--- src/axi_pkg.sv ---
// ~~~~~~~~~~~~~~~~~~~~~~~~~~~~~~~~~~~~~~~~~~~~~~~~~~
// AXI4 side types for the AXI to SIF bridge
// Channel structs, burst encoding, response codes and
// the shared burst address step
// ~~~~~~~~~~~~~~~~~~~~~~~~~~~~~~~~~~~~~~~~~~~~~~~~~~
package axi_pkg;

  // Default ID width, top level ID_WIDTH must match
  localparam int ID_W = 4;

  typedef enum logic [1:0] {
    FIXED = 2'b00,
    INCR  = 2'b01,
    WRAP  = 2'b10
  } burst_e;

  localparam logic [1:0] RESP_OKAY = 2'b00;

  // Address channel, shared by AR and AW
  typedef struct packed {
    logic [ID_W-1:0] id;
    logic [31:0]     addr;
    logic [7:0]      len;
    logic [2:0]      size;
    burst_e          burst;
  } axi_ar_t;

  typedef struct packed {
    logic [63:0] data;
    logic [7:0]  strb;
    logic        last;
  } axi_w_t;

  typedef struct packed {
    logic [ID_W-1:0] id;
    logic [63:0]     data;
    logic [1:0]      resp;
    logic            last;
  } axi_r_t;

  typedef struct packed {
    logic [ID_W-1:0] id;
    logic [1:0]      resp;
  } axi_b_t;

  // Next beat address, WRAP treated as INCR
  function automatic logic [31:0] next_addr(input logic [31:0] addr,
                                            input logic [2:0]  size,
                                            input burst_e      burst);
    logic [31:0] step;
    step = 32'd1 << size;
    if (burst == FIXED) begin
      return addr;
    end
    return addr + step;
  endfunction

endpackage

--- src/sif_pkg.sv ---
// ~~~~~~~~~~~~~~~~~~~~~~~~~~~~~~~~~~~~~~~~~~~~~~~~~~
// Simple memory interface types
// Request and response words plus the arbiter owner
// ~~~~~~~~~~~~~~~~~~~~~~~~~~~~~~~~~~~~~~~~~~~~~~~~~~
package sif_pkg;

  // en is held as a request until granted
  typedef struct packed {
    logic        en;
    logic        we;
    logic [31:0] addr;
    logic [63:0] wdata;
    logic [7:0]  wstrb;
  } sif_req_t;

  // rvalid pulses one cycle after a granted read
  typedef struct packed {
    logic [63:0] rdata;
    logic        rvalid;
  } sif_rsp_t;

  typedef enum logic {
    OWN_RD = 1'b0,
    OWN_WR = 1'b1
  } owner_e;

endpackage

--- src/axi_sif_read.sv ---
// ~~~~~~~~~~~~~~~~~~~~~~~~~~~~~~~~~~~~~~~~~~~~~~~~~~
// AXI4 read engine
// Walks one AR burst as single-word SIF reads and
// returns each word as a registered R beat
// ~~~~~~~~~~~~~~~~~~~~~~~~~~~~~~~~~~~~~~~~~~~~~~~~~~
`timescale 1ns/1ns

module axi_sif_read #(
  parameter int ID_WIDTH = 4
) (
  input  logic               ACLK,
  input  logic               ARESETn,

  input  axi_pkg::axi_ar_t   ar,
  input  logic               ar_valid,
  output logic               ar_ready,

  output axi_pkg::axi_r_t    r,
  output logic               r_valid,
  input  logic               r_ready,

  output sif_pkg::sif_req_t  req,
  input  logic               gnt,
  input  sif_pkg::sif_rsp_t  rsp
);

  import axi_pkg::*;

  typedef enum logic [1:0] {
    IDLE,
    REQ,
    WAIT,
    BEAT
  } state_e;

  state_e              state_q;
  logic [7:0]          beat_q;
  logic                last_q;

  logic [ID_WIDTH-1:0] id_q;
  logic [31:0]         addr_q;
  logic [7:0]          len_q;
  logic [2:0]          size_q;
  burst_e              burst_q;
  logic [63:0]         rdata_q;

  logic                ar_hs;
  logic                r_hs;

  assign ar_hs = ar_valid && ar_ready;
  assign r_hs  = r_valid && r_ready;

  // ~~~~~~~~~~~~~~~~~~~~~~~~~~~~~~~~~~~~~~~~~~~~~~~~~~
  // Burst FSM, one beat in flight at a time
  // ~~~~~~~~~~~~~~~~~~~~~~~~~~~~~~~~~~~~~~~~~~~~~~~~~~
  always_ff @(posedge ACLK or negedge ARESETn) begin
    if (!ARESETn) begin
      state_q <= IDLE;
      beat_q  <= '0;
      last_q  <= 1'b0;
    end else begin
      case (state_q)
        IDLE: begin
          if (ar_hs) begin
            beat_q  <= '0;
            state_q <= REQ;
          end
        end
        REQ: begin
          if (gnt) begin
            state_q <= WAIT;
          end
        end
        WAIT: begin
          if (rsp.rvalid) begin
            last_q  <= (beat_q == len_q);
            state_q <= BEAT;
          end
        end
        BEAT: begin
          // Next SIF read only after this beat is taken
          if (r_hs) begin
            if (last_q) begin
              state_q <= IDLE;
            end else begin
              beat_q  <= beat_q + 8'd1;
              state_q <= REQ;
            end
          end
        end
        default: state_q <= IDLE;
      endcase
    end
  end

  // Captured burst fields and the returned word
  always_ff @(posedge ACLK) begin
    if (ar_hs) begin
      id_q    <= ar.id;
      addr_q  <= ar.addr;
      len_q   <= ar.len;
      size_q  <= ar.size;
      burst_q <= ar.burst;
    end else if (state_q == REQ && gnt) begin
      addr_q  <= next_addr(addr_q, size_q, burst_q);
    end
    if (state_q == WAIT && rsp.rvalid) begin
      rdata_q <= rsp.rdata;
    end
  end

  assign ar_ready = (state_q == IDLE);
  assign r_valid  = (state_q == BEAT);

  always_comb begin
    r.id       = id_q;
    r.data     = rdata_q;
    r.resp     = RESP_OKAY;
    r.last     = last_q;

    req.en     = (state_q == REQ);
    req.we     = 1'b0;
    req.addr   = addr_q;
    req.wdata  = '0;
    req.wstrb  = '0;
  end

endmodule

--- config.mk ---
export PLATFORM = sky130hd
export DESIGN_NAME = axi_sif_read
export DESIGN_NICKNAME = d
export VERILOG_FILES = /design/src/axi_pkg.sv /design/src/sif_pkg.sv /design/src/axi_sif_read.sv
export SDC_FILE = /design/constraint.sdc
export NUM_CORES = 1
export LEC_CHECK = 0
export BUFFER_PORTS_ARGS = -buffer_cell sky130_fd_sc_hd__buf_2
export CAP_MARGIN = 20
export CORE_AREA = 2 2 117 119
export DETAILED_ROUTE_END_ITERATION = 8
export DIE_AREA = 0 0 119 121
export PLACE_DENSITY = 0.83
export SYNTH_ARGS = -nofsm -noshare
export SYNTH_HDL_FRONTEND = slang
export SYNTH_SLANG_ARGS = --single-unit
--- constraint.sdc ---
create_clock -name ACLK -period 5.8 [get_ports ACLK]
set_input_delay 0.58 -clock ACLK [delete_from_list [all_inputs] [get_ports ACLK]]
set_output_delay 0.58 -clock ACLK [all_outputs]
set_load 0.02 [all_outputs]
==> reports/summary.txt <==
Yosys top cell area share -> 56.2%
Ys Warns -> 0
total wire length -> 15,000 µm
Post-Synthesis Cells -> 479
Final Hold Slack -> 23.8 ps
cell taking the most area after synthesis -> edfxtp_1
TritonCTS Buffers -> 17
Die Y -> 121 µm
later-pin clock latency in the skew report -> 420 ps
Yosys reg bits -> 124
Core Footprint -> 0.0131 mm²
initial antenna violation count -> 3
Cells after DPL -> 865
most common cell after layout, fill and taps aside -> buf_2
worst endpoint required time -> 6070 ps
Die ar. -> 0.0144 mm²
Crit Path Max Fanout -> 52
Critical Path AT -> 3210 ps
gr usage total -> 21.0%
max-slew violation count -> 0
mapped cell area -> 0.00604 mm²
DR WL/cell -> 16.7 µm
number of synthesized flops with an enable pin -> 113
Clock Root Buffer -> clkbuf_16
ratio of cells with drive above 1 in the final layout -> 37.2%
reg2reg start -> state_q[0]
setup ws final -> 2860 ps
Port-buffer cells -> 222
Bufs on Longest Clock Path -> 2
vias per cell -> 4.87
Worst setup EP type -> flop
fin crit period -> 2940 ps
VDD IR max -> 0.000310 V
WS Path Type -> reg2reg
Layout Utilization -> 58.4%
post-synthesis sequential area ratio -> 60.8%
Worst slew margin -> 44.0%
1st-iter DRT viols -> 264
leading post-synthesis cells by cell area -> edfxtp_1 (56%), buf_4 (9.5%), dfrtp_1 (4.6%)
top_reg_cell synth -> edfxtp_1
Initial Utilization -> 46.1%
CP Launch Type -> flop
Final Hold Viols -> 0
Initial DRT Pass Iterations -> 4
Vias -> 4,383
max cap viols -> 0
Post-CTS Setup Bufs -> 0
Hold Buf Count CTS -> 0
post-synthesis cell type count -> 50
fin cells -> 900
largest net degree at the start of global routing -> 65
Final ANT Viol Nets -> 0
Clock Sinks -> 124
Clock Skew -> 9.99 ps
Avg Cell Area, Syn -> 12.6 µm²
TritonCTS clock tree -> built
Area Growth Syn to Fin -> 26.7%
status -> complete, no violations
gr ovfl total -> 0
post-place setup slack -> 2810 ps
GPL Wtd Cong -> 0.832
setup TNS -> 0 ps
Setup crit end -> addr_q[31]
commonest non-fill, non-tap cells in the layout -> buf_2 (222), edfxtp_1 (113), conb_1 (75)
RSZ-0062 raised after global routing -> false
reg2reg setup slack -> 2860 ps
first-pass GRT wire length -> 22,400 µm
HP Class -> in2async
power per cell area -> 462 mW/mm²
Site Rows -> 42
FF-to-FF End -> addr_q[31]
Worst R2R Path Depth -> 7
nets@finish -> 841
Worst-path clk slew -> 60 ps
Die Width -> 119 µm
I/O pin cnt -> 298
Final Setup Violations -> 0
vias in the first global route -> 4,247
leakage power -> 3.22 nW
beginning of the critical path -> state_q[0]
H-tree levels -> 4
cts repair resizes -> 0
Residual DRC -> 0
worst-margin pin slew -> 837 ps
FFs w/ async S/R, synth -> 8.87%
crit share post-route -> 50.6%
Fmax achieved -> 340 MHz
DP HPWL -> 11,000 µm
## cell usage after synthesis, drive strengths merged, types with 5 or more instances
master and number:
a211oi 10, inv 9, edfxtp 113, dfrtp 11, xnor2 31, a21oi 17
nand3 9, nor3 6, xor2 6, o21ai 22, nand2 49, clkbuf 8
nor2 17, and3 12, nand4 15, nand2b 5, buf 82, ha 13
## report_power, final
part | internal [mW] | leakage [nW] | switching (mW)
Sequential | 1.27 | 1.19 | 0.147
Combinational | 0.352 | 1.74 | 0.711
Clock | 0.659 | 0.284 | 0.397
## worst min path at each step
| stage | start | end | slack [ps] |
|---|---|---|---|
| floorplan | ARESETn | beat_q[0] | 280 |
| global placement | ARESETn | beat_q[7] | 460 |
| detailed placement | ARESETn | beat_q[7] | 460 |
| CTS | ARESETn | state_q[1] | 20 |
| global route | ARESETn | beat_q[0] | 30 |
| finish | ARESETn | state_q[1] | 20 |
## critical path, stage by stage (launching register included)
cell	delay (ps)
dfrtp_1	420
inv_1	90
ha_1	260
nand2_1	640
inv_2	330
buf_4	390
or4_1	560
nand3b_1	90
## kinds of logic (layout without fill, tap and decap cells)
family | Yosys count | in the layout | synth area share [%]
xor+xnor | 37 | 37 | 5.37
simple gates | 128 | 128 | 10.7
buf+inv | 99 | 267 | 11.0
mux | 5 | 5 | 0.871
compound gates | 71 | 71 | 8.21
flops | 124 | 124 | 60.8
other cells | 1 | 78 | 0.0621
fa+ha+maj | 14 | 14 | 3.03
## flip-flops by register name, summed over array words and instances, names as in the netlist
register  count
beat_q        8
last_q        1
id_q          4
addr_q       32
state_q       2
len_q         8
size_q        3
rdata_q      64
burst_q       2
## area by class of cell
class / count / area, µm²
Inverter: 9 / 33.8
Fill cell: 1068 / 5440
Clock inverter: 12 / 136
Antenna cell: 3 / 7.51
Timing Repair Buffer: 226 / 1140
Multi-Input combinational cell: 330 / 1980
Sequential cell: 124 / 3670
Clock buffer: 20 / 457
Tap cell: 176 / 220
## through the flow
stage | power, mW | area, µm²
global placement | 2.46 | 7050
floorplan | 2.17 | 6310
finish | 3.53 | 7650
CTS | 3.55 | 7640
detailed placement | 2.49 | 7050
global route | 3.71 | 7650
## metal layers
layer / global-route usage [%] / part of all wire (%) / routed length [µm]
met5: 0 / 0 / 0
met4: 10.4 / 2.3 / 342
met3: 9.02 / 11 / 1650
met2: 35.8 / 53 / 7910
met1: 22.2 / 34 / 5140
Note: power is estimated with default switching activity, not from simulation.
