$ cat config.mk
export PLATFORM = sky130hd
export DESIGN_NAME = sif_arbiter
export DESIGN_NICKNAME = d
export VERILOG_FILES = /design/src/sif_pkg.sv /design/src/sif_arbiter.sv
export SDC_FILE = /design/constraint.sdc
export NUM_CORES = 1
export LEC_CHECK = 0
export ABC_AREA = 0
export ABC_CLOCK_PERIOD_IN_PS = 2350
export BUFFER_PORTS_ARGS = -buffer_cell sky130_fd_sc_hd__buf_4
export CAP_MARGIN = 20
export CORE_AREA = 2 2 176 178
export CTS_BUF_LIST = sky130_fd_sc_hd__clkbuf_8
export DETAILED_ROUTE_END_ITERATION = 8
export DIE_AREA = 0 0 178 180
export PLACE_DENSITY = 0.42
export REMOVE_ABC_BUFFERS = 1
export SYNTH_ARGS = -nofsm -noshare
export SYNTH_HDL_FRONTEND = slang
export SYNTH_SLANG_ARGS = --single-unit
$ cat constraint.sdc
create_clock -name ACLK -period 2.35 [get_ports ACLK]
set_input_delay 0.235 -clock ACLK [delete_from_list [all_inputs] [get_ports ACLK]]
set_output_delay 0.235 -clock ACLK [all_outputs]
set_load 0.005 [all_outputs]
$ cat src/sif_pkg.sv
// ~~~~~~~~~~~~~~~~~~~~~~~~~~~~~~~~~~~~~~~~~~~~~~~~~~
// Simple memory interface types
// Request and response words plus the arbiter owner
// ~~~~~~~~~~~~~~~~~~~~~~~~~~~~~~~~~~~~~~~~~~~~~~~~~~
package sif_pkg;

  // en is held as a request until granted
  typedef struct packed {
    logic        en;
    logic        we;
    logic [31:0] addr;
    logic [63:0] wdata;
    logic [7:0]  wstrb;
  } sif_req_t;

  // rvalid pulses one cycle after a granted read
  typedef struct packed {
    logic [63:0] rdata;
    logic        rvalid;
  } sif_rsp_t;

  typedef enum logic {
    OWN_RD = 1'b0,
    OWN_WR = 1'b1
  } owner_e;

endpackage

$ cat src/sif_arbiter.sv
// ~~~~~~~~~~~~~~~~~~~~~~~~~~~~~~~~~~~~~~~~~~~~~~~~~~
// Round-robin SIF arbiter
// Grants one engine per cycle, forwards its request to
// memory and steers read data back to the read engine
// ~~~~~~~~~~~~~~~~~~~~~~~~~~~~~~~~~~~~~~~~~~~~~~~~~~
`timescale 1ns/1ns

module sif_arbiter (
  input  logic               ACLK,
  input  logic               ARESETn,

  input  sif_pkg::sif_req_t  rd_req,
  input  sif_pkg::sif_req_t  wr_req,
  output logic               rd_gnt,
  output logic               wr_gnt,

  output sif_pkg::sif_req_t  mem_req,
  input  sif_pkg::sif_rsp_t  mem_rsp,
  output sif_pkg::sif_rsp_t  rd_rsp
);

  import sif_pkg::*;

  owner_e last_q;

  // On a tie the engine not granted last wins
  assign rd_gnt = rd_req.en && (!wr_req.en || last_q == OWN_WR);
  assign wr_gnt = wr_req.en && !rd_gnt;

  // The granted request goes straight to memory
  // With no grant the read request passes with en low
  assign mem_req = wr_gnt ? wr_req : rd_req;

  always_ff @(posedge ACLK or negedge ARESETn) begin
    if (!ARESETn) begin
      last_q <= OWN_WR;
    end else if (rd_gnt || wr_gnt) begin
      last_q <= rd_gnt ? OWN_RD : OWN_WR;
    end
  end

  // Read data belongs to whoever held the last grant
  assign rd_rsp.rdata  = mem_rsp.rdata;
  assign rd_rsp.rvalid = mem_rsp.rvalid && (last_q == OWN_RD);

endmodule

==> results of run 1 <==
final cells by class:
class                      count  area, sq um  share of cell area [%]
sequential                     1         26.3                   0.624
tap                          396          495                    11.8
multi-input combinational    111         1230                    29.2
timing repair buffer         325         2450                    58.3
inverter                       1         3.75                  0.0892
layer usage:
layer | wire, um | GRT usage, % | share of wire, %
met3 | 3690 | 9.81 | 23
met2 | 6280 | 12.5 | 40
met1 | 5340 | 8.76 | 34
met4 | 46 | 0.197 | 0.29
met5 | 369 | 8.33 | 2.3
report_power, final:
part,switching (mW),internal (mW)
Combinational,0.268,0.586
Clock,0,0
Sequential,0.00464,0.0221
Total,0.273,0.608
per-stage QoR:
stage	hold slack (ns)	power [mW]	util [%]
6_report	0.173	0.881	13.9
2_1_floorplan	0.0872	0.304	-
3_5_place_dp	0.174	0.898	13.9
5_1_grt	0.179	0.951	13.9
3_3_place_gp	0.175	0.900	13.9
4_1_cts	0.174	0.901	13.9
kinds of logic after synthesis:
| logic type | after synthesis |
|---|---|
| mux | 105 |
| buf+inv | 76 |
| simple gates | 3 |
| flops | 1 |
| compound gates | 3 |
cell usage in the layout (no fill, tap or decap):
| cell type | netlist | final |
|---|---|---|
| a21boi_4 | 1 | 1 |
| a21boi_0 | 1 | 1 |
| nor2b_1 | 1 | 1 |
| a21oi_1 | 1 | 1 |
| nor2_1 | 1 | 1 |
| inv_1 | 1 | 1 |
| dfstp_2 | 1 | 1 |
| or2_2 | 1 | 1 |
| mux2_1 | 39 | 39 |
| buf_4 | 64 | 324 |
| buf_12 | 0 | 1 |
| mux2_2 | 66 | 66 |
worst max-delay path, stage by stage:
cell and delay [ns]:
buf_4 0.13, a21boi_4 0.18, buf_12 0.38, mux2_2 0.42, buf_4 0.14
worst paths after layout:
| check | to | slack (ns) |
|---|---|---|
| max in group asynchronous | last_q$_DFFE_PN1P_ | 2.16 |
| max | mem_req[22] | 0.57 |
| max reg2reg | last_q$_DFFE_PN1P_ | 1.53 |
| min in group ACLK | last_q$_DFFE_PN1P_ | 0.43 |
| min | last_q$_DFFE_PN1P_ | 0.17 |
| min reg2reg | last_q$_DFFE_PN1P_ | 0.53 |
synth_stat cells, drive strengths merged:
cell      n  share of area [%]
nor2b     1               0.34
or2       1               0.34
buf      75                 31
a21boi    2                1.4
inv       1               0.21
mux2    105                 65
a21oi     1               0.27
nor2      1               0.21
dfstp     1                1.4
==> run summary, run 1 <==
- **Crit path arrival time** 1.55 ns
- **share of synthesized area spent on multiplexers** 64.7%
- **adder and majority gate portion of the synthesized area** 0%
- **Leakage** 2.01 nW
- **Total Negative Setup Slacks** 0 ns
- **largest registers** last_q (1)
- **syn_area_per_cell** 9.72 sq um
- **finished layout cell area** 4210 sq um
- **Detailed Routing Iterations Pass 1** 4
- **via count of the first global-routing pass** 2,571
- **post-CTS setup buffer count** 0
- **# DRC** 0
- **area growth from synthesis to layout** 130%
- **count of input and output buffers** 323
- **DRT Wirelength** 15.7 mm
- **routability-driven placement congestion ratio** 0.749
- **count of cells along the worst register-to-register path** 2
- **starting utilization of the core area** 6.05%
- **register with the most flip-flops** last_q
- **wire length per cell after detailed routing** 18.9 um
- **first-pass GRT wire length** 19.6 mm
- **worst setup slack before clock tree synthesis** 0.543 ns
- **Required @ worst endpoint** 2.12 ns
- **post-synthesis compound-gate area fraction** 1.71%
- **outcome** completed
- **final std cells w/o fill** 834
- **Total Routing Usage GR** 8.87%
- **source-to-sink clock delay at the later pin of the worst-skew pair** 0 ns
- **register area share after synthesis** 1.44%
- **post-place instance area** 4210 sq um
- **simple-gate portion of the synthesized area** 0.890%
- **vias per inst** 3.05
- **count of state elements after synthesis** 1
- **Total Die Area** 32,000 sq um
- **number of pins with negative max-slew slack in the final report** 0
- **number of flip-flops in the largest register** 1
- **Critical Path Fanout Max** 80
- **sum of overflow across all layers after global routing** 0
- **number of placement rows** 64
- **transition time at the pin with the least slew margin** 0.452 ns
- **Max Freq** 561 MHz
- **type of the tightest min-delay check** primary input to asynchronous set/reset pin
- **remaining antenna violation count** 0
- **RSZ-0062 raised after global routing** false
- **Max VDD drop** 0.0000900 V
- **total core area** 30,200 sq um
- **post-route fraction of the period consumed by the critical path** 75.9%
- **critical path startpoint category** primary input
- **CTS Hold Buffers Added** 0
- **total number of vias** 2,545
- **power per standard cell area** 209 nW/um^2
- **number of antenna violations at the first check in global routing** 2
- **max-slew headroom at the worst pin** 69.9%
- **fraction of final layout cells with drive strength greater than 1** 90.0%
- **Yosys warning count** 0
- **largest net degree at the start of global routing** 81
- **count of filler cells inserted in the layout** 3,428
- **DR iter-0 viols** 46
- **crit end category** primary output
- **chip width** 178 um
- **HPWL reported at the end of detailed placement** 13.9 mm
- **Fin. Hold Viols** 0
- **die height** 180 um
- **startpoint of the worst-slack reg-to-reg timing path** last_q$_DFFE_PN1P_
- **category of the most critical setup path** primary input to primary output
- **Setup WS post-layout** 0.566 ns
- **Clock Pin Slew Worst Setup and Hold Paths** 0 ns
- **number of gates given a new drive strength after cts** 0
- **# Max-Cap Violations** 0
- **placed cell count** 834
- **count of unique library cells instantiated by Yosys** 13
- **clk_skew** 0 ns
- **final setup fails** 0
- **Post-Synth XOR/XNOR Area** 0%
- **number of diodes** 0
- **Post-Synthesis Cells** 188
- **fin nets** 719
- **launch point of the critical path** rd_req[105]
- **time the final worst path needs with I/O delays and setup** 1.78 ns
- **largest family of logic cells by synthesized area** multiplexers
- **number of I/O pins** 452
- **synthesized area** 1830 sq um
Note: power is estimated with default switching activity, not from simulation.
==> run 2: changes to the inputs <==
- ABC_CLOCK_PERIOD_IN_PS: 2350 -> 1820
- CORE_AREA: 2 2 176 178 -> 2 2 174 176
- DIE_AREA: 0 0 178 180 -> 0 0 176 178
- clock period: 2.35 -> 1.82 ns (I/O delays scaled with it)
==> run summary, run 2 (synthesis gave the netlist of run 1 again) <==
- **outcome** completed
- **Critical Path Fanout Max** 49, -39%
- **fraction of final layout cells with drive strength greater than 1** 90.2%, +0.27 points
- **cells traversed along the worst timing path** a21boi_4 -> buf_12 -> mux2_2 -> buf_4
- **first-pass GRT wire length** 20.2 mm, +3.1%
- **area growth from synthesis to layout** 137%
- **Max Freq** 604 MHz
- **largest net degree at the start of global routing** 50, -38%
- **# Max-Cap Violations** 0, unchanged
- **sum of overflow across all layers after global routing** 0, unchanged
- **max-slew headroom at the worst pin** 79.6%, +9.7 points
- **register with the most flip-flops** last_q
- **count of input and output buffers** 323, unchanged
- **crit end category** primary output
- **commonest non-fill, non-tap cell in the layout** buf_4
- **number of antenna violations at the first check in global routing** 4, +2
- **Total Die Area** 31,300 sq um, -2.2%
- **library cell contributing the largest single delay on the critical path** mux2_2
- **RSZ-0062 raised after global routing** false
- **startpoint of the worst-slack reg-to-reg timing path** last_q$_DFFE_PN1P_
- **total number of vias** 2,582, +1.5%
- **post-CTS setup buffer count** 0, unchanged
- **# DRC** 0, unchanged
- **critical path startpoint category** register
- **chip width** 176 um, -1.1%
- **fin nets** 731, +1.7%
- **largest registers** last_q (1)
- **HPWL reported at the end of detailed placement** 15.2 mm, +9.5%
- **DRT Wirelength** 16.7 mm, +6.2%
- **Fin. Hold Viols** 0, unchanged
- **Crit path arrival time** 1.47 ns, -0.08 ns
- **remaining antenna violation count** 0, unchanged
- **DR iter-0 viols** 96, +110%
- **starting utilization of the core area** 6.21%, +0.16 points
- **worst setup slack before clock tree synthesis** 0.160 ns, -0.382 ns
- **Clock Pin Slew Worst Setup and Hold Paths** 0 ns, unchanged
- **Leakage** 2.08 nW, +3.6%
- **Max VDD drop** 0.0000771 V, -14%
- **Setup WS post-layout** 0.164 ns, -0.403 ns
- **time the final worst path needs with I/O delays and setup** 1.66 ns
- **worst flop-to-flop path endpoint** last_q$_DFFE_PN1P_
- **CP bufs+invs** 2, -1
- **family with the most delay on the worst path** buffers and inverters
- **wire length per cell after detailed routing** 19.8 um, +5.0%
- **number of gates given a new drive strength after cts** 0, unchanged
- **category of the most critical setup path** register to primary output
- **commonest cells after routing, fill and taps aside** 333 x buf_4, 66 x mux2_2, 39 x mux2_1
- **number of placement rows** 63, -1.6%
- **source-to-sink clock delay at the later pin of the worst-skew pair** 0 ns, unchanged
- **number of I/O pins** 452, unchanged
- **power per standard cell area** 274 nW/um^2, +31%
- **CTS Hold Buffers Added** 0, unchanged
- **final setup fails** 0, unchanged
- **total core area** 29,400 sq um, -2.6%
- **die height** 178 um, -1.1%
- **slowest stage delay, CP** 0.39 ns, -0.03 ns
- **number of flip-flops in the largest register** 1, unchanged
- **clk_skew** 0 ns, unchanged
- **transition time at the pin with the least slew margin** 0.306 ns, -0.146 ns
- **Detailed Routing Iterations Pass 1** 4, unchanged
- **Total Routing Usage GR** 9.42%, +0.55 points
- **type of the tightest min-delay check** primary input to asynchronous set/reset pin
- **routability-driven placement congestion ratio** 0.716, -4.3%
- **internal reg-to-reg setup slack** 1.02 ns, -0.51 ns
- **vias per inst** 3.06, +0.37%
- **count of filler cells inserted in the layout** 3,364, -1.9%
- **via count of the first global-routing pass** 2,531, -1.6%
- **post-route fraction of the period consumed by the critical path** 91.0%
- **Required @ worst endpoint** 1.64 ns, -0.48 ns
- **number of pins with negative max-slew slack in the final report** 0, unchanged
- **share of the core filled with cells in the final layout** 14.7%, +0.81 points
- **count of cells along the worst register-to-register path** 2, unchanged
-- run 2: cell types whose count changed in the layout (fill, tap and decap cells not counted), sizes merged --
| cell | before | now |
|---|---|---|
| buf | 325 | 337 |
| diode | 0 | 3 |
-- run 2: worst max-delay path by stage --
stage | slack [ns] | end | start | cells after the start
after floorplan | -1.06 | mem_req[0] | last_q$_DFFE_PN1P_ | 2
after global placement | 0.16 | mem_req[88] | last_q$_DFFE_PN1P_ | 4
after detailed placement | 0.16 | mem_req[25] | last_q$_DFFE_PN1P_ | 4
after CTS | 0.15 | mem_req[25] | last_q$_DFFE_PN1P_ | 4
after global routing | 0.11 | mem_req[88] | last_q$_DFFE_PN1P_ | 4
final | 0.16 | mem_req[25] | last_q$_DFFE_PN1P_ | 4
-- run 2: metrics by stage --
| step | hold WS (ns) | TNS [ns] | total power, mW | instances | area (sq um) |
|---|---|---|---|---|---|
| 2_1_floorplan | 0.0342 | -109.54 | 0.393 | 113 | 1260 |
| 3_3_place_gp | 0.119 | 0 | 1.21 | 840 | 4330 |
| 3_5_place_dp | 0.116 | 0 | 1.21 | 840 | 4330 |
| 4_1_cts | 0.116 | 0 | 1.22 | 840 | 4330 |
| 5_1_grt | 0.116 | 0 | 1.28 | 840 | 4330 |
| 6_report | 0.115 | 0 | 1.19 | 843 | 4340 |
-- run 2: area by class of cell --
cell class	instances	area, sq um	share of cell area [%]
well taps	390	488	11.3
diodes	3	7.51	0.173
repair buffers	337	2580	59.5
flip-flops and latches	1	26.3	0.606
inverters	1	3.75	0.0866
multi-input cells	111	1230	28.4
-- run 2: report_power, final --
part           internal, mW  leakage (nW)  switching, mW
logic                 0.800          2.07          0.356
registers            0.0286        0.0105        0.00579
clock network   0.000000221     0.0000190              0
total                 0.828          2.08          0.361
-- run 2: per-layer routing --
layer / up-vias / track usage [%] / share of wire (%)
met5: - / 9.13 / 2.3
met4: 8 / 0.207 / 0.28
li1: 1125 / - / -
met1: 1124 / 9.53 / 35
met2: 315 / 12.3 / 38
met3: 10 / 11.3 / 24
-- run 2: worst reg2reg max path, stage by stage, from the launching register on --
cell	delay, ns
dfstp_2	0.56
nor2_1	0.05
a21oi_1	0.11
