File: config.mk
export PLATFORM = sky130hd
export DESIGN_NAME = axi_sif_write
export DESIGN_NICKNAME = d
export VERILOG_FILES = /design/src/axi_pkg.sv /design/src/sif_pkg.sv /design/src/axi_sif_write.sv
export SDC_FILE = /design/constraint.sdc
export NUM_CORES = 1
export LEC_CHECK = 0
export ABC_AREA = 1
export BUFFER_PORTS_ARGS = -buffer_cell sky130_fd_sc_hd__buf_2
export CAP_MARGIN = 0
export CORE_MARGIN = 2
export CORE_UTILIZATION = 40
export CTS_CLUSTER_DIAMETER = 30
export DETAILED_ROUTE_END_ITERATION = 6
export GPL_ROUTABILITY_DRIVEN = 0
export HOLD_SLACK_MARGIN = 0.03
export PLACE_DENSITY = 0.78
export SLEW_MARGIN = 20
export SYNTH_ARGS = -nofsm -noshare
export SYNTH_HDL_FRONTEND = slang
export SYNTH_SLANG_ARGS = --single-unit
File: constraint.sdc
create_clock -name ACLK -period 5.5 [get_ports ACLK]
set_clock_uncertainty 0.2 [all_clocks]
set_input_delay 0.825 -clock ACLK [delete_from_list [all_inputs] [get_ports ACLK]]
set_output_delay 0.825 -clock ACLK [all_outputs]
set_load 0.005 [all_outputs]
File: src/axi_pkg.sv
// ~~~~~~~~~~~~~~~~~~~~~~~~~~~~~~~~~~~~~~~~~~~~~~~~~~
// AXI4 side types for the AXI to SIF bridge
// Channel structs, burst encoding, response codes and
// the shared burst address step
// ~~~~~~~~~~~~~~~~~~~~~~~~~~~~~~~~~~~~~~~~~~~~~~~~~~
package axi_pkg;

  // Default ID width, top level ID_WIDTH must match
  localparam int ID_W = 4;

  typedef enum logic [1:0] {
    FIXED = 2'b00,
    INCR  = 2'b01,
    WRAP  = 2'b10
  } burst_e;

  localparam logic [1:0] RESP_OKAY = 2'b00;

  // Address channel, shared by AR and AW
  typedef struct packed {
    logic [ID_W-1:0] id;
    logic [31:0]     addr;
    logic [7:0]      len;
    logic [2:0]      size;
    burst_e          burst;
  } axi_ar_t;

  typedef struct packed {
    logic [63:0] data;
    logic [7:0]  strb;
    logic        last;
  } axi_w_t;

  typedef struct packed {
    logic [ID_W-1:0] id;
    logic [63:0]     data;
    logic [1:0]      resp;
    logic            last;
  } axi_r_t;

  typedef struct packed {
    logic [ID_W-1:0] id;
    logic [1:0]      resp;
  } axi_b_t;

  // Next beat address, WRAP treated as INCR
  function automatic logic [31:0] next_addr(input logic [31:0] addr,
                                            input logic [2:0]  size,
                                            input burst_e      burst);
    logic [31:0] step;
    step = 32'd1 << size;
    if (burst == FIXED) begin
      return addr;
    end
    return addr + step;
  endfunction

endpackage

File: src/sif_pkg.sv
// ~~~~~~~~~~~~~~~~~~~~~~~~~~~~~~~~~~~~~~~~~~~~~~~~~~
// Simple memory interface types
// Request and response words plus the arbiter owner
// ~~~~~~~~~~~~~~~~~~~~~~~~~~~~~~~~~~~~~~~~~~~~~~~~~~
package sif_pkg;

  // en is held as a request until granted
  typedef struct packed {
    logic        en;
    logic        we;
    logic [31:0] addr;
    logic [63:0] wdata;
    logic [7:0]  wstrb;
  } sif_req_t;

  // rvalid pulses one cycle after a granted read
  typedef struct packed {
    logic [63:0] rdata;
    logic        rvalid;
  } sif_rsp_t;

  typedef enum logic {
    OWN_RD = 1'b0,
    OWN_WR = 1'b1
  } owner_e;

endpackage

File: src/axi_sif_write.sv
// ~~~~~~~~~~~~~~~~~~~~~~~~~~~~~~~~~~~~~~~~~~~~~~~~~~
// AXI4 write engine
// Turns each W beat of an AW burst into one SIF write
// and answers with B after the last beat is granted
// ~~~~~~~~~~~~~~~~~~~~~~~~~~~~~~~~~~~~~~~~~~~~~~~~~~
`timescale 1ns/1ns

module axi_sif_write #(
  parameter int ID_WIDTH = 4
) (
  input  logic               ACLK,
  input  logic               ARESETn,

  input  axi_pkg::axi_ar_t   aw,
  input  logic               aw_valid,
  output logic               aw_ready,

  input  axi_pkg::axi_w_t    w,
  input  logic               w_valid,
  output logic               w_ready,

  output axi_pkg::axi_b_t    b,
  output logic               b_valid,
  input  logic               b_ready,

  output sif_pkg::sif_req_t  req,
  input  logic               gnt
);

  import axi_pkg::*;

  typedef enum logic [1:0] {
    IDLE,
    DATA,
    MEM,
    RESP
  } state_e;

  state_e              state_q;
  logic                last_q;

  logic [ID_WIDTH-1:0] id_q;
  logic [31:0]         addr_q;
  logic [2:0]          size_q;
  burst_e              burst_q;
  logic [63:0]         wdata_q;
  logic [7:0]          wstrb_q;

  logic                aw_hs;
  logic                w_hs;
  logic                mem_done;

  assign aw_hs    = aw_valid && aw_ready;
  assign w_hs     = w_valid && w_ready;
  assign mem_done = (state_q == MEM) && gnt;

  // ~~~~~~~~~~~~~~~~~~~~~~~~~~~~~~~~~~~~~~~~~~~~~~~~~~
  // Burst FSM
  // ~~~~~~~~~~~~~~~~~~~~~~~~~~~~~~~~~~~~~~~~~~~~~~~~~~
  always_ff @(posedge ACLK or negedge ARESETn) begin
    if (!ARESETn) begin
      state_q <= IDLE;
      last_q  <= 1'b0;
    end else begin
      case (state_q)
        IDLE: begin
          if (aw_hs) begin
            state_q <= DATA;
          end
        end
        DATA: begin
          if (w_hs) begin
            last_q  <= w.last;
            state_q <= MEM;
          end
        end
        MEM: begin
          // SRAM write completes at the grant edge
          if (gnt) begin
            state_q <= last_q ? RESP : DATA;
          end
        end
        RESP: begin
          if (b_ready) begin
            state_q <= IDLE;
          end
        end
        default: state_q <= IDLE;
      endcase
    end
  end

  // Burst fields and the pending beat
  always_ff @(posedge ACLK) begin
    if (aw_hs) begin
      id_q    <= aw.id;
      addr_q  <= aw.addr;
      size_q  <= aw.size;
      burst_q <= aw.burst;
    end else if (mem_done) begin
      addr_q  <= next_addr(addr_q, size_q, burst_q);
    end
    if (w_hs) begin
      wdata_q <= w.data;
      wstrb_q <= w.strb;
    end
  end

  assign aw_ready = (state_q == IDLE);
  assign w_ready  = (state_q == DATA);
  assign b_valid  = (state_q == RESP);

  always_comb begin
    b.id      = id_q;
    b.resp    = RESP_OKAY;

    req.en    = (state_q == MEM);
    req.we    = 1'b1;
    req.addr  = addr_q;
    req.wdata = wdata_q;
    req.wstrb = wstrb_q;
  end

endmodule

==> results of run 1 <==
-- power breakdown --
part	total, mW	switching (mW)	internal [mW]
Clock	1.06	0.395	0.663
Sequential	1.44	0.157	1.28
Combinational	0.906	0.556	0.351
Total	3.40	1.11	2.30
-- layer usage --
metal | vias up | wire [um] | global-route usage (%)
li1 | 2172 | - | -
met4 | 0 | 320 | 9.45
met5 | - | 0 | 0
met2 | 222 | 6810 | 33.1
met3 | 23 | 1730 | 10.8
met1 | 2047 | 5070 | 21.6
-- sequential cells by signal, summed over array words and instances (netlist names) --
register	cells
size_q	3
addr_q	32
wstrb_q	8
wdata_q	64
id_q	4
state_q	2
burst_q	2
last_q	1
-- layout make-up --
class	instances	area, um2
antenna	1	2.50
tap	172	215
inverter	50	188
sequential	116	3470
fill	1126	5520
multi-input combinational	326	1570
clock buffer	19	433
timing repair buffer	235	1190
clock inverter	13	135
-- timing repair --
item / 4_1_cts / 5_1_grt
setup buffers: 0 / 0
endpoints found under the hold margin: 3 / 0
hold buffers: 1 / 0
-- synthesized netlist by cell type --
library cell	n
dfrtp_1	3
a31oi_1	1
inv_1	49
or2_1	1
nand3_2	1
a21oi_2	1
nor2_1	29
fa_1	1
buf_6	1
nor3_1	11
o221a_2	1
conb_1	2
o21ai_0	6
o31ai_1	1
nand4_1	5
nand3b_1	7
mux2_2	1
or2_2	4
nand2_1	171
xnor2_1	2
nand3_1	49
inv_2	1
and2_1	1
nor2_2	4
nand2_2	8
edfxtp_1	113
buf_4	3
nor3b_2	1
ha_1	8
a21oi_1	4
nor3_2	5
buf_2	5
-- final timing paths --
kind,start,to,slack (ps),cells after the start
max,size_q[1],addr_q[28],3010,12
min,last_q,last_q,330,1
max reg2reg,size_q[1],addr_q[28],3010,12
min reg2reg,last_q,last_q,330,1
max in group asynchronous,ARESETn,state_q[0],4420,2
min in group asynchronous,ARESETn,last_q,560,2
-- logic make-up (layout without fill, tap and decap cells) --
| kind of cell | Yosys count | in the layout | share of synthesized area, % |
|---|---|---|---|
| AND/OR/NAND/NOR | 297 | 297 | 25.0 |
| XOR/XNOR | 2 | 2 | 0.332 |
| buffers and inverters | 59 | 317 | 4.67 |
| other | 2 | 4 | 0.142 |
| flip-flops | 116 | 116 | 65.7 |
| multiplexers | 1 | 1 | 0.213 |
| AO/OA/AOI/OAI | 14 | 14 | 1.59 |
| adder cells (fa/ha/maj) | 9 | 9 | 2.28 |
==> out/qor.yml, run 1 <==
drt-wirelength-per-cell_um: 14.9
io_buffers: 231
grt_pass1_vias: 4316
ir_drop_v: 0.000234
worst_pin_slew_ps: 803
ys_warn_count: 0
clockBufferDepth: 2
critPathLaunchType: "flop"
crit_family: "simple AND/OR/NAND/NOR gates"
utilization_pct: 56.6
final_area_um2: 7200
dp_cells: 898
path_clk_slew_ps: 60
dieArea_um2: 14100
vias: 4464
grt_pass1_wl_um: 21700
leakagePower_nw: 3.29
yosysTopAreaCell: "edfxtp_1"
dpl_cell_area_um2: 6620
fin_crit_ps: 2490
boundaryPins: 243
mostFrequentLayoutCells: "buf_2, nand2_1, edfxtp_1"
grt_max_degree: 52
die_x_um: 119
routed_wl_um: 13900
layout.cells.non_filler: 932
post_synth_num_cell_types: 32
dp_worst_setup_slack_ps: 2740
hp-class: "flop to flop"
hpwl_um: 10500
max_freq_mhz: 402
vias_per_cell: 4.79
cts_tree: "built"
power_density_nw_per_um2: 472
critPathBufInv: 0
mostFrequentLayoutCell: "buf_2"
die_h_um: 119
finalNetCount: 883
grt_usage_pct: 20.3
power.total_mw: 3.40
worstPathCellList: "nor3_1, ha_1, fa_1, nand2_1, a21oi_2, nand3_1, nand2_2, nand2_1, nand2_1, nand2_1, nand2_1, nand2_1"
core_region_area_um2: 12700
crit_path_top_delay_cell: "edfxtp_1"
dr.first_iter.drc_count: 256
drive_gt1_share_pct: 38.3
syn2layout_area_growth_pct: 36.6
first_pass_iters: 5
outcome: "complete, no violations"
synth_area_um2: 5280
ant_nets: 0
finalSetupViolCount: 0
synth-seq-area-share_pct: 65.7
setup_tns_ps: 0
synth_top_area_share_pct: 64.3
whs_ps: 325
ys_ff_latch: 116
critPathKind: "flop to flop"
required_ps: 5460
cts.sinks: 116
slew_violations: 0
synth.area.top_cells: "edfxtp_1, nand2_1, nand3_1"
cpPeakStageDelay_ps: 440
cts.repair.resized: 0
critPathCaptureType: "flop"
crit_path_max_fanout: 7
insertion_delay_ps: 410
worst-endpoint-arrival_ps: 2450
period_share_pct: 45.3
hold_viol_final: 0
syn_area_per_cell_um2: 10.6
max-cap-violations: 0
antenna_found_initial: 1
globalRouteOverflowTotal: 0
rsz0062_at_grt: "no"
synthCells: 500
setup_ws_ps: 3010
ctsHtreeMaxLevel: 4
fp-row-count: 41
max-slew-margin-rel_pct: 46.4
drc: 0
cts-buffers-inserted: 17
start_util_pct: 41.5
cpMostUsedCell: "nand2_1"
cts-root-buf: "clkbuf_16"
No activity file was read; power rests on OpenSTA's default activity.
==> inputs of run 2 (changes only) <==
==> constraint.sdc (replaced) <==
create_clock -name ACLK -period 2.3 [get_ports ACLK]
set_clock_uncertainty 0.2 [all_clocks]
set_input_delay 0.345 -clock ACLK [delete_from_list [all_inputs] [get_ports ACLK]]
set_output_delay 0.345 -clock ACLK [all_outputs]
set_load 0.005 [all_outputs]
==> run 2 against run 1 <==
The run now ends with setup timing left. Hold slack got worse by 280 ps. Sequential share of layout area decreased by 10 points. Wire length increased by 31%. Die area unchanged. Fmax decreased by 0.61%. Count of clock-buffer cells in the layout decreased by 2. Highest routed layer unchanged.
==> out/qor.yml, run 2 (synthesized netlist as in run 1, its figures left out) <==
leakagePower_nw: 4.11  # +25%
critical_path_depth: 13  # +1
fin_crit_ps: 2500  # +15.2 ps
worst-endpoint-arrival_ps: 2460  # about the same
drc: 0  # unchanged
period_share_pct: 109  # +64 points
busiest_layer: "met2"
die_h_um: 119  # unchanged
dpl_cell_area_um2: 6780  # +2.4%
io_buffers: 231  # unchanged
finalSetupViolCount: 28  # +28
finalNetCount: 1034  # +17%
dieArea_um2: 14100  # unchanged
critPathKind: "flop to flop"
hold_viol_final: 0  # unchanged
violations: "setup timing"
cpPeakStageDelay_ps: 440  # about the same
fp-row-count: 41  # unchanged
antenna_found_initial: 1  # unchanged
grt_pass1_vias: 5372  # +24%
worstPathCellList: "buf_4, nor3_2, ha_2, fa_2, nand2_4, nand2_2, nand3b_1, nand2_4, nand2_4, nand2_4, nand3_2, nand3_1, nand2_1"
crit_path_top_delay_cell: "edfxtp_1"
ant_nets: 0  # unchanged
vias_per_cell: 4.86  # +1.5%
outcome: "complete, but fails checks"
rsz0062_at_grt: "yes"
first_pass_iters: 6  # +1
max_freq_mhz: 399  # -0.61%
critPathBufInv: 1  # +1
cts.sinks: 116  # unchanged
ctsHtreeMaxLevel: 4  # unchanged
drive_gt1_share_pct: 43.9  # +5.6 points
critPathCaptureType: "flop"
core_region_area_um2: 12700  # unchanged
reg2reg_depth: 13  # +1
use_met2_pct: 45.8  # +13 points
crit_family: "simple AND/OR/NAND/NOR gates"
final_area_um2: 9090  # +26%
cts-root-buf: "clkbuf_16"
grtUsageMet1_pct: 26.1  # +4.5 points
clockBufferDepth: 2  # unchanged
die_x_um: 119  # unchanged
reg_top3: "wdata_q x64, addr_q x32, wstrb_q x8"
hpwl_um: 10600  # +0.89%
min_path_cells: 3  # +2
grt_max_degree: 43  # -17%
cpMostUsedCell: "nand2_4"
mostFrequentLayoutCell: "buf_2"
start_util_pct: 41.5  # unchanged
hp-class: "input pin to flop"
dr.first_iter.drc_count: 353  # +38%
cts_tree: "built"
slew_violations: 0  # unchanged
ir_drop_v: 0.000553  # +140%
setup_ws_ps: -204  # -3220 ps
gr-usage-met3_pct: 8.00  # -2.8 points
drt-wirelength-per-cell_um: 16.8  # +13%
fill_cells: 860  # -24%
critPathLaunchType: "flop"
mostFrequentLayoutCells: "buf_2, nand2_1, edfxtp_1, dlygate4sd3_1, nand3_1"
vias: 5261  # +18%
top_register: "wdata_q"
grt_usage_pct: 25.0  # +4.7 points
largest_register_ff_count: 64  # unchanged
routed_wl_um: 18200  # +31%
power.total_mw: 9.35  # +170%
cts-buffers-inserted: 17  # unchanged
path_clk_slew_ps: 60  # about the same
insertion_delay_ps: 400  # about the same
syn2layout_area_growth_pct: 72.3
max-cap-violations: 0  # unchanged
globalRouteOverflowTotal: 0  # unchanged
required_ps: 2260  # -3200 ps
power_density_nw_per_um2: 1030  # +120%
boundaryPins: 243  # unchanged
crit_path_max_fanout: 5  # -2
grt_pass1_wl_um: 26900  # +24%
run 2: cell count changes in the layout (fill, tap and decap cells not counted), moves of 9 or more:
cell	before	now
buf_4	3	33
nand2_4	0	15
nor3_1	11	2
nand2_2	8	21
nand2_1	171	143
dlygate4sd3_1	1	113
run 2: power breakdown:
part	internal (mW)	switching, mW	leakage (nW)
combinational	1.42	1.69	2.74
clock	1.80	0.958	0.287
sequential	3.06	0.421	1.09
total	6.28	3.07	4.11
run 2: repair_timing:
action	in CTS	in global routing
buffers inserted	13	11
setup endpoints to repair	27	28
pin swaps	24	24
hold buffers	113	0
gates resized for setup	42	62
hold endpoints to repair	115	0
run 2: worst reg2reg max path: cells and delay by family, from the launching register on:
kind	cells	cell delay, ps
adders and majority gates	2	480
buffers and inverters	1	170
DFF	1	440
and+or+nand+nor	10	990
run 2: layout make-up:
class / instances / area [um2] / share of cell area [%]
sequential: 116 / 3470 / 38.2
clock inverter: 14 / 185 / 2.04
inverter: 50 / 195 / 2.15
tap: 172 / 215 / 2.37
clock buffer: 17 / 425 / 4.68
timing repair buffer: 386 / 2660 / 29.3
antenna: 1 / 2.50 / 0.0275
multi-input combinational: 326 / 1940 / 21.3
run 2: worst paths after layout:
check,startpoint,to,slack (ps)
setup / recovery,size_q[1],addr_q[26],-200
hold / removal,gnt,state_q[0],50
setup reg to reg,size_q[1],addr_q[26],-200
hold reg to reg,last_q,last_q,330
max in group asynchronous,ARESETn,state_q[0],1690
min in group asynchronous,ARESETn,last_q,90
run 2: routing by layer:
layer  routed length [um]  up-vias
met5                    0        -
met4                  538        0
met3                 1660       48
met2                 9560      259
met1                 6440     2469
li1                     -     2485
run 2: per-stage QoR:
| stage | setup slack (ps) | hold WS [ps] | instances | setup TNS, ps | util [%] |
|---|---|---|---|---|---|
| 6_report | -204 | 48.4 | 1082 | -3550 | 71.5 |
| 5_1_grt | -339 | 64.6 | 1082 | -7010 | 71.5 |
| 4_1_cts | -95.0 | 33.7 | 1070 | -1220 | 69.0 |
| 3_5_place_dp | -247 | -54.7 | 913 | -3470 | 53.3 |
| 3_3_place_gp | -109 | -55.7 | 913 | -1380 | 53.3 |
| 2_1_floorplan | -113 | -151 | 501 | -3370 | - |
